--- src/rtl/bp_cfg_pkg.sv ---
package bp_cfg_pkg;

    //////////////////////////////
    // address widths
    //////////////////////////////

    // word pc, byte offset already dropped
    localparam int PC_W = 30;

    // 1024 two-bit counters
    localparam int PHT_IDX_W = 10;

    // 256 target entries, direct mapped
    localparam int BTB_IDX_W = 8;
    // tag is everything above the index
    localparam int BTB_TAG_W = PC_W - BTB_IDX_W;

    //////////////////////////////
    // register block
    //////////////////////////////

    localparam int CFG_ADDR_W = 2;
    localparam int CFG_DATA_W = 32;

    // bit 0 is the prediction enable
    localparam logic [CFG_ADDR_W-1:0] REG_CTRL       = 2'd0;
    // conditional updates seen
    localparam logic [CFG_ADDR_W-1:0] REG_BR_COUNT   = 2'd1;
    // conditional updates where pred != taken
    localparam logic [CFG_ADDR_W-1:0] REG_MISS_COUNT = 2'd2;

endpackage

--- src/rtl/bp_types_pkg.sv ---
package bp_types_pkg;

    //////////////////////////////
    // direction counter
    //////////////////////////////

    // two-bit saturating, msb is the taken guess
    typedef enum logic [1:0] {
        CTR_SNT = 2'b00,
        CTR_WNT = 2'b01,
        CTR_WT  = 2'b10,
        CTR_ST  = 2'b11
    } ctr_t;

    // every counter starts weakly not taken
    localparam ctr_t CTR_RESET = CTR_WNT;

    //////////////////////////////
    // update kinds from execute
    //////////////////////////////

    // rsvd trains nothing, same as none
    typedef enum logic [1:0] {
        UPD_NONE = 2'b00,
        UPD_COND = 2'b01,
        UPD_JUMP = 2'b10,
        UPD_RSVD = 2'b11
    } upd_kind_t;

    // target buffer entry, 54 bits
    typedef struct packed {
        logic                             valid;
        logic [bp_cfg_pkg::BTB_TAG_W-1:0] tag;
        logic [bp_cfg_pkg::PC_W-1:0]      target;
        logic                             uncond;
    } btb_entry_t;

    // invalid, all fields zero
    localparam btb_entry_t BTB_ENTRY_RESET = '0;

endpackage

--- src/rtl/bp_update_if.sv ---
`timescale 1ns/1ns

// training bus, one strobe per cycle from execute
interface bp_update_if;

    // none / cond / jump
    bp_types_pkg::upd_kind_t         kind;
    // pc of the resolved instruction
    logic [bp_cfg_pkg::PC_W-1:0]     pc;
    // actual outcome
    logic                            taken;
    // resolved target
    logic [bp_cfg_pkg::PC_W-1:0]     target;
    // what fetch guessed for it
    logic                            pred;

    // top level drives the bus
    modport src (
        output kind,
        output pc,
        output taken,
        output target,
        output pred
    );

    // tables and register block listen
    modport sink (
        input kind,
        input pc,
        input taken,
        input target,
        input pred
    );

endinterface

--- src/rtl/bp_ctrl_regs.sv ---
`timescale 1ns/1ns

// enable bit and branch statistics
module bp_ctrl_regs (
    input  logic                              clk,
    input  logic                              rst,
    // register access
    input  logic                              cfg_we,
    input  logic [bp_cfg_pkg::CFG_ADDR_W-1:0] cfg_addr,
    input  logic [bp_cfg_pkg::CFG_DATA_W-1:0] cfg_wdata,
    output logic [bp_cfg_pkg::CFG_DATA_W-1:0] cfg_rdata,
    // to the prediction logic
    output logic                              enable,
    // training bus, watched for statistics
    bp_update_if.sink                         upd
);

    localparam int DATA_W = bp_cfg_pkg::CFG_DATA_W;

    logic [DATA_W-1:0] br_count;
    logic [DATA_W-1:0] miss_count;
    logic              cond_upd;
    logic              mispred;
    logic              wr_ctrl;
    logic              wr_br;
    logic              wr_miss;

    //////////////////////////////
    // decode
    //////////////////////////////

    assign cond_upd = (upd.kind == bp_types_pkg::UPD_COND);
    assign mispred  = cond_upd && (upd.pred != upd.taken);

    assign wr_ctrl = cfg_we && (cfg_addr == bp_cfg_pkg::REG_CTRL);
    assign wr_br   = cfg_we && (cfg_addr == bp_cfg_pkg::REG_BR_COUNT);
    assign wr_miss = cfg_we && (cfg_addr == bp_cfg_pkg::REG_MISS_COUNT);

    //////////////////////////////
    // registers
    //////////////////////////////

    // enable comes up set
    always_ff @(posedge clk) begin
        if (rst) begin
            enable <= 1'b1;
        end else if (wr_ctrl) begin
            enable <= cfg_wdata[0];
        end
    end

    // any write clears a count and beats a same-cycle increment
    always_ff @(posedge clk) begin
        if (rst) begin
            br_count   <= '0;
            miss_count <= '0;
        end else begin
            if (wr_br) begin
                br_count <= '0;
            end else if (cond_upd) begin
                br_count <= br_count + 1'b1;
            end
            if (wr_miss) begin
                miss_count <= '0;
            end else if (mispred) begin
                miss_count <= miss_count + 1'b1;
            end
        end
    end

    // read mux, unmapped address reads zero
    always_comb begin
        case (cfg_addr)
            bp_cfg_pkg::REG_CTRL:       cfg_rdata = {{(DATA_W-1){1'b0}}, enable};
            bp_cfg_pkg::REG_BR_COUNT:   cfg_rdata = br_count;
            bp_cfg_pkg::REG_MISS_COUNT: cfg_rdata = miss_count;
            default:                    cfg_rdata = '0;
        endcase
    end

endmodule

--- src/flat_wrapper.sv ---
// flat-port wrapper written by rule: the top's interface ports become plain ports
module bp_ctrl_regs_flat 
  (clk, rst, cfg_we, cfg_addr, cfg_wdata, cfg_rdata, enable, upd_kind, upd_pc, upd_taken, upd_target, upd_pred);
  bp_update_if upd_i ();
  input  logic clk;
  input  logic rst;
  input  logic cfg_we;
  input  logic [bp_cfg_pkg::CFG_ADDR_W-1:0] cfg_addr;
  input  logic [bp_cfg_pkg::CFG_DATA_W-1:0] cfg_wdata;
  output logic [bp_cfg_pkg::CFG_DATA_W-1:0] cfg_rdata;
  output logic enable;
  input wire logic [$bits(upd_i.kind)-1:0] upd_kind;
  input wire logic [$bits(upd_i.pc)-1:0] upd_pc;
  input wire logic [$bits(upd_i.taken)-1:0] upd_taken;
  input wire logic [$bits(upd_i.target)-1:0] upd_target;
  input wire logic [$bits(upd_i.pred)-1:0] upd_pred;
  assign upd_i.kind = upd_kind;
  assign upd_i.pc = upd_pc;
  assign upd_i.taken = upd_taken;
  assign upd_i.target = upd_target;
  assign upd_i.pred = upd_pred;
  bp_ctrl_regs u_core (.clk(clk), .rst(rst), .cfg_we(cfg_we), .cfg_addr(cfg_addr), .cfg_wdata(cfg_wdata), .cfg_rdata(cfg_rdata), .enable(enable), .upd(upd_i));
endmodule
--- config.mk ---
export PLATFORM = sky130hd
export DESIGN_NAME = bp_ctrl_regs_flat
export DESIGN_NICKNAME = d
export VERILOG_FILES = /design/src/rtl/bp_cfg_pkg.sv /design/src/rtl/bp_types_pkg.sv /design/src/rtl/bp_update_if.sv /design/src/rtl/bp_ctrl_regs.sv /design/src/flat_wrapper.sv
export SDC_FILE = /design/constraint.sdc
export NUM_CORES = 1
export LEC_CHECK = 0
export BUFFER_PORTS_ARGS = -buffer_cell sky130_fd_sc_hd__buf_2
export CORE_UTILIZATION = 37
export DETAILED_ROUTE_END_ITERATION = 8
export PLACE_DENSITY = 0.63
export SLEW_MARGIN = 10
export SYNTH_ARGS = -nofsm -noshare
export SYNTH_HDL_FRONTEND = slang
export SYNTH_SLANG_ARGS = --single-unit
--- constraint.sdc ---
create_clock -name clk -period 3.1 [get_ports clk]
set_clock_uncertainty 0.1 [all_clocks]
set_input_delay 0.31 -clock clk [delete_from_list [all_inputs] [get_ports clk]]
set_output_delay 0.31 -clock clk [all_outputs]
set_load 0.01 [all_outputs]
Yosys cells after proc, flatten, opt, wreduce, memory -nomap -nowiden. Index checks and enable logic that the tools add are counted.

Register bits after elaboration: 65. Bits in latches: 0. Memory bits (writable): 0. ROM bits: 0. Input bits: 101. Output and inout bits: 33. Logic and storage cells: 17. Memories: 0.

$add $sub $neg: 2. Multipliers: 0. Div/mod/pow operators: 0. Magnitude comparators: 0. Equal/unequal tests: 4. Shifts and indexed selects: 0. Muxes and demuxes: 1. Bitwise logic cells: 0. Reduce and logical (&&, ||, !) cells: 7.

Operators with widths (count): case mux 32 bit (3 select lines) (1); adder 32 x 1 -> 32 bit, second input constant (2); equality test 2 x 1 -> 1 bit, second input constant (2); logical AND 1 bit (4); OR reduction 2 bit (2); equality test 2 bit, second input constant (1); logical NOT 2 bit (1); != test 1 bit (1).

Depth between registers and ports, before layout. Gate-level depths: netlist (run 1).

Word-level depth: 3. Gate-level depth with buffers: 7. Gate-level depth less buffers: 5.

Worst setup path before layout (run 1). Ideal clock, no wire load.

Kind: register to register. Start: reg u_core.br_count[15]. End: reg u_core.br_count[30]. Library setup time: 71 ps. Arrival: 1907 ps. Data required time: 2929 ps. Slack: 1023 ps. Cell stages (with the launch flop): 8. Buffers on the path: 3. Period minus slack after synthesis: 2077 ps. Cell sequence: dfxtp_1 > buf_2 > nand4_2 > or4_1 > buf_2 > buf_6 > or4_1 > a21oi_1.

Longest elaborated chain between the ends: 1.

Ends and longest elaborated chain: start, declared (line bp_ctrl_regs.sv:20) `logic [DATA_W-1:0] br_count;`; start signal, assigned (line bp_ctrl_regs.sv:61) `br_count <= br_count + 1'b1;`; adder 32 x 1 -> 32 bit (line bp_ctrl_regs.sv:61).

No other way between the ends. A chain may end at the register's enable or synchronous reset.

Final worst setup path (run 1).
Start: reg u_core.br_count[0]. End: reg u_core.br_count[28].

The elaborated chain is that of the path after synthesis.

==> results.json, run 1 <==
{
  "netlist_area_sq_um": 3560,
  "rows": 35,
  "total_power_mw": 1.65,
  "syn-num-nets": 532,
  "power_density_nw_per_um2": 410,
  "startpoint": "u_core.br_count[0]",
  "cts_max_level": 3,
  "cp_top_family": "simple AND/OR/NAND/NOR gates",
  "ys_warn_count": 0,
  "endpoint": "u_core.br_count[28]",
  "ios": 134,
  "num-fill-cells": 971,
  "cts_buffers": 9,
  "grt_pass1_vias": 3019,
  "path_class": "flop to flop",
  "nets": 555,
  "grt_pass1_wl_um": 15000,
  "clockBufferDepth": 2,
  "clockRootBuffer": "clkbuf_8",
  "clock_latency_ns": 0.34,
  "synth_cell_types": 41,
  "path_cells": "ha_1, nand3b_1, or4_1, or4_1, a21oi_1",
  "core_area_sq_um": 9280,
  "hpwlAfterDp_um": 6570,
  "relSlewSlack": 0.583,
  "tritoncts": "built",
  "report.final.setup_viol": 0,
  "fin_crit_ns": 2.55,
  "die_y_um": 100,
  "timing.rr.start": "u_core.br_count[0]",
  "grt_usage": 0.189,
  "outcome": "finished clean",
  "numPortBuffers": 42,
  "diodes": 0,
  "finalCritPeriodShare": 0.822,
  "worst_ep_arrival_time_ns": 2.72,
  "cap_violations": 0,
  "cp_num_buf_inv": 0,
  "clock-sinks": 65,
  "end_kind": "flop",
  "antenna_found_initial": 0,
  "regToRegSetupSlack_ns": 0.55,
  "die_w_um": 100,
  "drc": 0,
  "peakVddDrop_v": 0.000232,
  "crit_path_frequent_cell": "or4_1",
  "vias": 3382,
  "hold_depth": 2,
  "place_inst": 570,
  "rsz0062_at_grt": "false",
  "max_freq_ghz": 0.393,
  "synth-seq-cells": 65,
  "antenna_left": 0,
  "hold_viol_final": 0,
  "hold_slack_ns": 0.0696,
  "cts.clk_slew.worst_paths_ns": 0.07,
  "drive_gt1_frac": 0.149,
  "slowest_stage": "or4_1",
  "vias_per_cell": 5.78,
  "firstDrtPassIters": 5,
  "routed_wl_um": 8930,
  "grt_max_degree": 32,
  "start_kind": "flop",
  "instances_no_fill": 585,
  "r2r-end": "u_core.br_count[28]",
  "tightest_slew_ns": 0.625,
  "yosysSeqAreaShare": 0.366,
  "start_util": 0.383,
  "p_leak_nw": 1.34,
  "crit_fanout": 20,
  "place_congestion": 0.829,
  "wl_per_cell_um": 15.3,
  "syn_area_per_cell_sq_um": 8.29,
  "r2r_cells": 5,
  "postCtsSetupRepairBufs": 0,
  "hold_buffers": 0,
  "cp.required_ns": 3.27,
  "final_common_cell": "dfxtp_1",
  "die-area_sq_um": 10000,
  "cpPeakStageDelay_ns": 0.78,
  "globalRoute.totalOverflow": 0,
  "setup_tns_ns": 0,
  "cts_resized": 0,
  "synth_cells": 429,
  "area_delta_synth_final_pct": 13.0,
  "cp_num_cells": 5,
  "drv_slew": 0,
  "hp-class": "primary input to flop",
  "drt_iter0_drc": 186,
  "final_cell_mix": "dfxtp_1, buf_2, a21oi_1"
}
## flip-flops by register name, indices dropped and copies added (netlist names)
name / cells
u_core.miss_count: 32
u_core.enable: 1
u_core.br_count: 32
## per-layer routing
layer	part of all wire	track usage	up-vias	routed length, um
li1	-	-	1687	-
met1	0.47	0.256	1591	4190
met5	0	0	-	0
met2	0.47	0.299	85	4150
met4	0.029	0.0948	0	259
met3	0.037	0.0209	19	331
## layout make-up
| class | count | area [sq um] | share of cell area |
|---|---|---|---|
| clock buffer | 12 | 155 | 0.0386 |
| clock inverter | 3 | 40.0 | 0.00996 |
| inverter | 7 | 26.3 | 0.00654 |
| multi-input combinational | 323 | 2100 | 0.521 |
| sequential | 65 | 1300 | 0.324 |
| tap | 129 | 161 | 0.0401 |
| timing repair buffer | 46 | 240 | 0.0598 |
## worst min-delay path by stage
| stage | startpoint | to | slack [ns] |
|---|---|---|---|
| final | cfg_wdata[0] | u_core.enable | 0.07 |
| after CTS | cfg_wdata[0] | u_core.enable | 0.06 |
| after global routing | cfg_wdata[0] | u_core.enable | 0.08 |
| after detailed placement | u_core.miss_count[31] | u_core.miss_count[31] | 0.36 |
| after floorplan | cfg_wdata[0] | u_core.enable | 0.33 |
| after global placement | u_core.miss_count[31] | u_core.miss_count[31] | 0.36 |
## synthesized netlist by cell type (all sizes together)
library cell / n / area [sq um]
nand4: 24 / 156
nor2b: 4 / 25.0
or4: 26 / 195
and2: 1 / 6.26
mux2i: 9 / 90.1
xnor2: 10 / 87.6
o31a: 1 / 8.76
or3: 17 / 106
inv: 7 / 26.3
o21a: 5 / 37.5
nand4b: 1 / 8.76
ha: 2 / 25.0
nor4: 7 / 43.8
nand3b: 1 / 7.51
or2: 3 / 18.8
nand3: 20 / 100
o41ai: 1 / 8.76
and4: 8 / 71.3
nor3b: 1 / 7.51
dfxtp: 65 / 1300
o311ai: 1 / 8.76
o21ai: 11 / 55.1
xor2: 9 / 78.8
nand2b: 1 / 6.26
a21oi: 35 / 175
a211o: 1 / 8.76
and3b: 2 / 17.5
nor2: 22 / 82.6
o31ai: 23 / 173
and3: 5 / 31.3
nor3: 9 / 45.0
a22o: 31 / 272
nand2: 30 / 113
buf: 7 / 37.5
clkbuf: 27 / 101
or4b: 1 / 10.0
and4b: 1 / 10.0
## stage by stage
step / worst slack [ns] / utilization / cell area [sq um]
after floorplan: 1.02 / - / 3560
final: 0.553 / 0.433 / 4020
after detailed placement: 0.576 / 0.412 / 3820
after global placement: 0.585 / 0.412 / 3820
after global routing: 0.339 / 0.433 / 4020
after CTS: 0.568 / 0.433 / 4020
## logic make-up (layout without fill, tap and decap cells)
| kind of cell | count (synthesis) | count (layout) | synth area share |
|---|---|---|---|
| and+or+nand+nor | 184 | 184 | 0.299 |
| AOI/OAI and AO/OA | 109 | 109 | 0.210 |
| muxes | 9 | 9 | 0.0253 |
| adders and majority gates | 2 | 2 | 0.00703 |
| buffers and inverters | 41 | 68 | 0.0464 |
| xor gates and xnor gates | 19 | 19 | 0.0468 |
| DFF | 65 | 65 | 0.366 |
## power by group
part / internal (mW) / total [mW] / switching (mW)
clock network: 0.409 / 0.726 / 0.317
logic: 0.0255 / 0.0792 / 0.0537
registers: 0.838 / 0.842 / 0.00417
Note: power is estimated with default switching activity, not from simulation.
==> run 2, diff against run 1 <==
--- a/config.mk
+++ b/config.mk
@@ -8,7 +8,7 @@
 export BUFFER_PORTS_ARGS = -buffer_cell sky130_fd_sc_hd__buf_2
 export CORE_UTILIZATION = 37
 export DETAILED_ROUTE_END_ITERATION = 8
-export PLACE_DENSITY = 0.63
+export PLACE_DENSITY = 0.65
 export SLEW_MARGIN = 10
 export SYNTH_ARGS = -nofsm -noshare
 export SYNTH_HDL_FRONTEND = slang
==> constraint.sdc (replaced) <==
create_clock -name clk -period 2.1 [get_ports clk]
set_clock_uncertainty 0.1 [all_clocks]
set_input_delay 0.21 -clock clk [delete_from_list [all_inputs] [get_ports clk]]
set_output_delay 0.21 -clock clk [all_outputs]
set_load 0.01 [all_outputs]
==> run 2 against run 1 <==
  * Setup slack got worse by 0.50 ns
  * Via count rose by 6.3%
  * Highest routed layer unchanged
  * Power rose by 46%
==> results.json, run 2 (synthesized netlist as in run 1, its figures left out) <==
{
  "drive_gt1_frac": 0.246,
  "swShare": 0.239,
  "cts.clk_slew.worst_paths_ns": 0.07,
  "cp.required_ns": 2.28,
  "clockRootBuffer": "clkbuf_8",
  "drv_slew": 0,
  "end_kind": "flop",
  "place_ws_ns": 0.00525,
  "vias_per_cell": 5.67,
  "final_cell_mix": "dfxtp_1, buf_4, buf_2",
  "outcome": "finished clean",
  "die_y_um": 100,
  "p_int_mw": 1.83,
  "place_congestion": 0.884,
  "cp_num_buf_inv": 1,
  "core_area_sq_um": 9280,
  "hp-class": "primary input to flop",
  "wl_per_cell_um": 15.7,
  "total_power_mw": 2.40,
  "die-area_sq_um": 10000,
  "seq_power_share": 0.517,
  "hold_viol_final": 0,
  "globalRoute.totalOverflow": 0,
  "power_density_nw_per_um2": 540,
  "report.final.setup_viol": 0,
  "worst_ep_arrival_time_ns": 2.22,
  "vias": 3596,
  "clock_latency_ns": 0.35,
  "finalCritPeriodShare": 0.972,
  "area_delta_synth_final_pct": 24.9,
  "clkPwrFrac": 0.427,
  "tightest_slew_ns": 0.567,
  "diodes": 0,
  "max_freq_ghz": 0.490,
  "path_cells": "nand2_1, or4_4, buf_12, or4_1, a21oi_2",
  "reg_top3": "u_core.br_count x32, u_core.miss_count x32, u_core.enable x1",
  "rows": 35,
  "cpPeakStageDelay_ns": 0.56,
  "p_switching_mw": 0.574,
  "grt_pass1_wl_um": 16300,
  "slowest_stage": "or4_4",
  "path_class": "flop to flop",
  "nets": 604,
  "start_kind": "flop",
  "grt_pass1_vias": 3349,
  "drc": 0,
  "ios": 134,
  "final_common_cell": "dfxtp_1",
  "numPortBuffers": 42,
  "p_comb_frac": 0.056,
  "crit_fanout": 10,
  "firstDrtPassIters": 4,
  "finalWorstSetupSlack_ns": 0.0579,
  "cts_buffers": 9,
  "relSlewSlack": 0.622,
  "grt_usage": 0.206,
  "fin_crit_ns": 2.04,
  "die_w_um": 100,
  "instances_no_fill": 634,
  "rsz0062_at_grt": "true",
  "antenna_left": 0,
  "clock-sinks": 65,
  "start_util": 0.383,
  "hold_slack_ns": 0.160,
  "place_inst": 616,
  "cts_max_level": 3,
  "hpwlAfterDp_um": 7160,
  "p_leak_nw": 1.60,
  "routed_wl_um": 9950,
  "antenna_found_initial": 0,
  "peakVddDrop_v": 0.000222,
  "grt_max_degree": 29,
  "clockBufferDepth": 2,
  "cp_top_family": "simple AND/OR/NAND/NOR gates",
  "tritoncts": "built",
  "drt_iter0_drc": 149,
  "cap_violations": 0,
  "setup_tns_ns": 0
}
run 2: timing repair:
item,4_1_cts,5_1_grt
resized for setup,1,13
pin swaps,0,9
endpoints found under the hold margin,1,0
cloned,0,1
endpoints found under the setup margin,4,11
setup buffers,0,1
hold buffers,1,0
run 2: layer usage:
metal | track usage | vias to the layer above | routed length, um
met3 | 0.0313 | 18 | 345
met2 | 0.340 | 71 | 4880
met4 | 0.0914 | 0 | 204
met5 | 0 | - | 0
met1 | 0.267 | 1724 | 4520
li1 | - | 1783 | -
run 2: power by group through the flow:
| stage | clock network [mW] | registers [mW] | logic [mW] |
|---|---|---|---|
| 2_1_floorplan | 0 | 1.27 | 0.0794 |
| 4_1_cts | 1.04 | 1.24 | 0.133 |
| 5_1_grt | 1.10 | 1.24 | 0.147 |
| 6_report | 1.03 | 1.24 | 0.133 |
| 3_3_place_gp | 0 | 1.27 | 0.128 |
| 3_5_place_dp | 0 | 1.27 | 0.131 |
run 2: worst register-to-register path, delay by kind of cell (launching register included):
| family | cells | cell delay (ns) |
|---|---|---|
| AOI/OAI and AO/OA | 1 | 0.13 |
| buffers and inverters | 1 | 0.16 |
| DFF | 1 | 0.40 |
| and+or+nand+nor | 3 | 1.18 |
run 2: layout make-up:
class | instances | area, sq um
Clock buffer | 12 | 135
Clock inverter | 3 | 42.5
Fill cell | 922 | 4840
Inverter | 7 | 26.3
Multi-Input combinational cell | 323 | 2120
Sequential cell | 65 | 1310
Tap cell | 129 | 161
Timing Repair Buffer | 95 | 657
run 2: worst paths after layout:
check / end / slack, ns / startpoint / depth (start not counted)
min: u_core.enable / 0.16 / rst / 2
min reg2reg: u_core.miss_count[31] / 0.38 / u_core.miss_count[31] / 2
max: u_core.br_count[28] / 0.06 / u_core.br_count[3] / 5
max reg2reg: u_core.br_count[28] / 0.06 / u_core.br_count[3] / 5
run 2: stage by stage:
step	instance area [sq um]	utilization
after floorplan	3560	-
after global placement	4180	0.451
after detailed placement	4180	0.451
after CTS	4370	0.471
after global routing	4440	0.479
final	4440	0.479
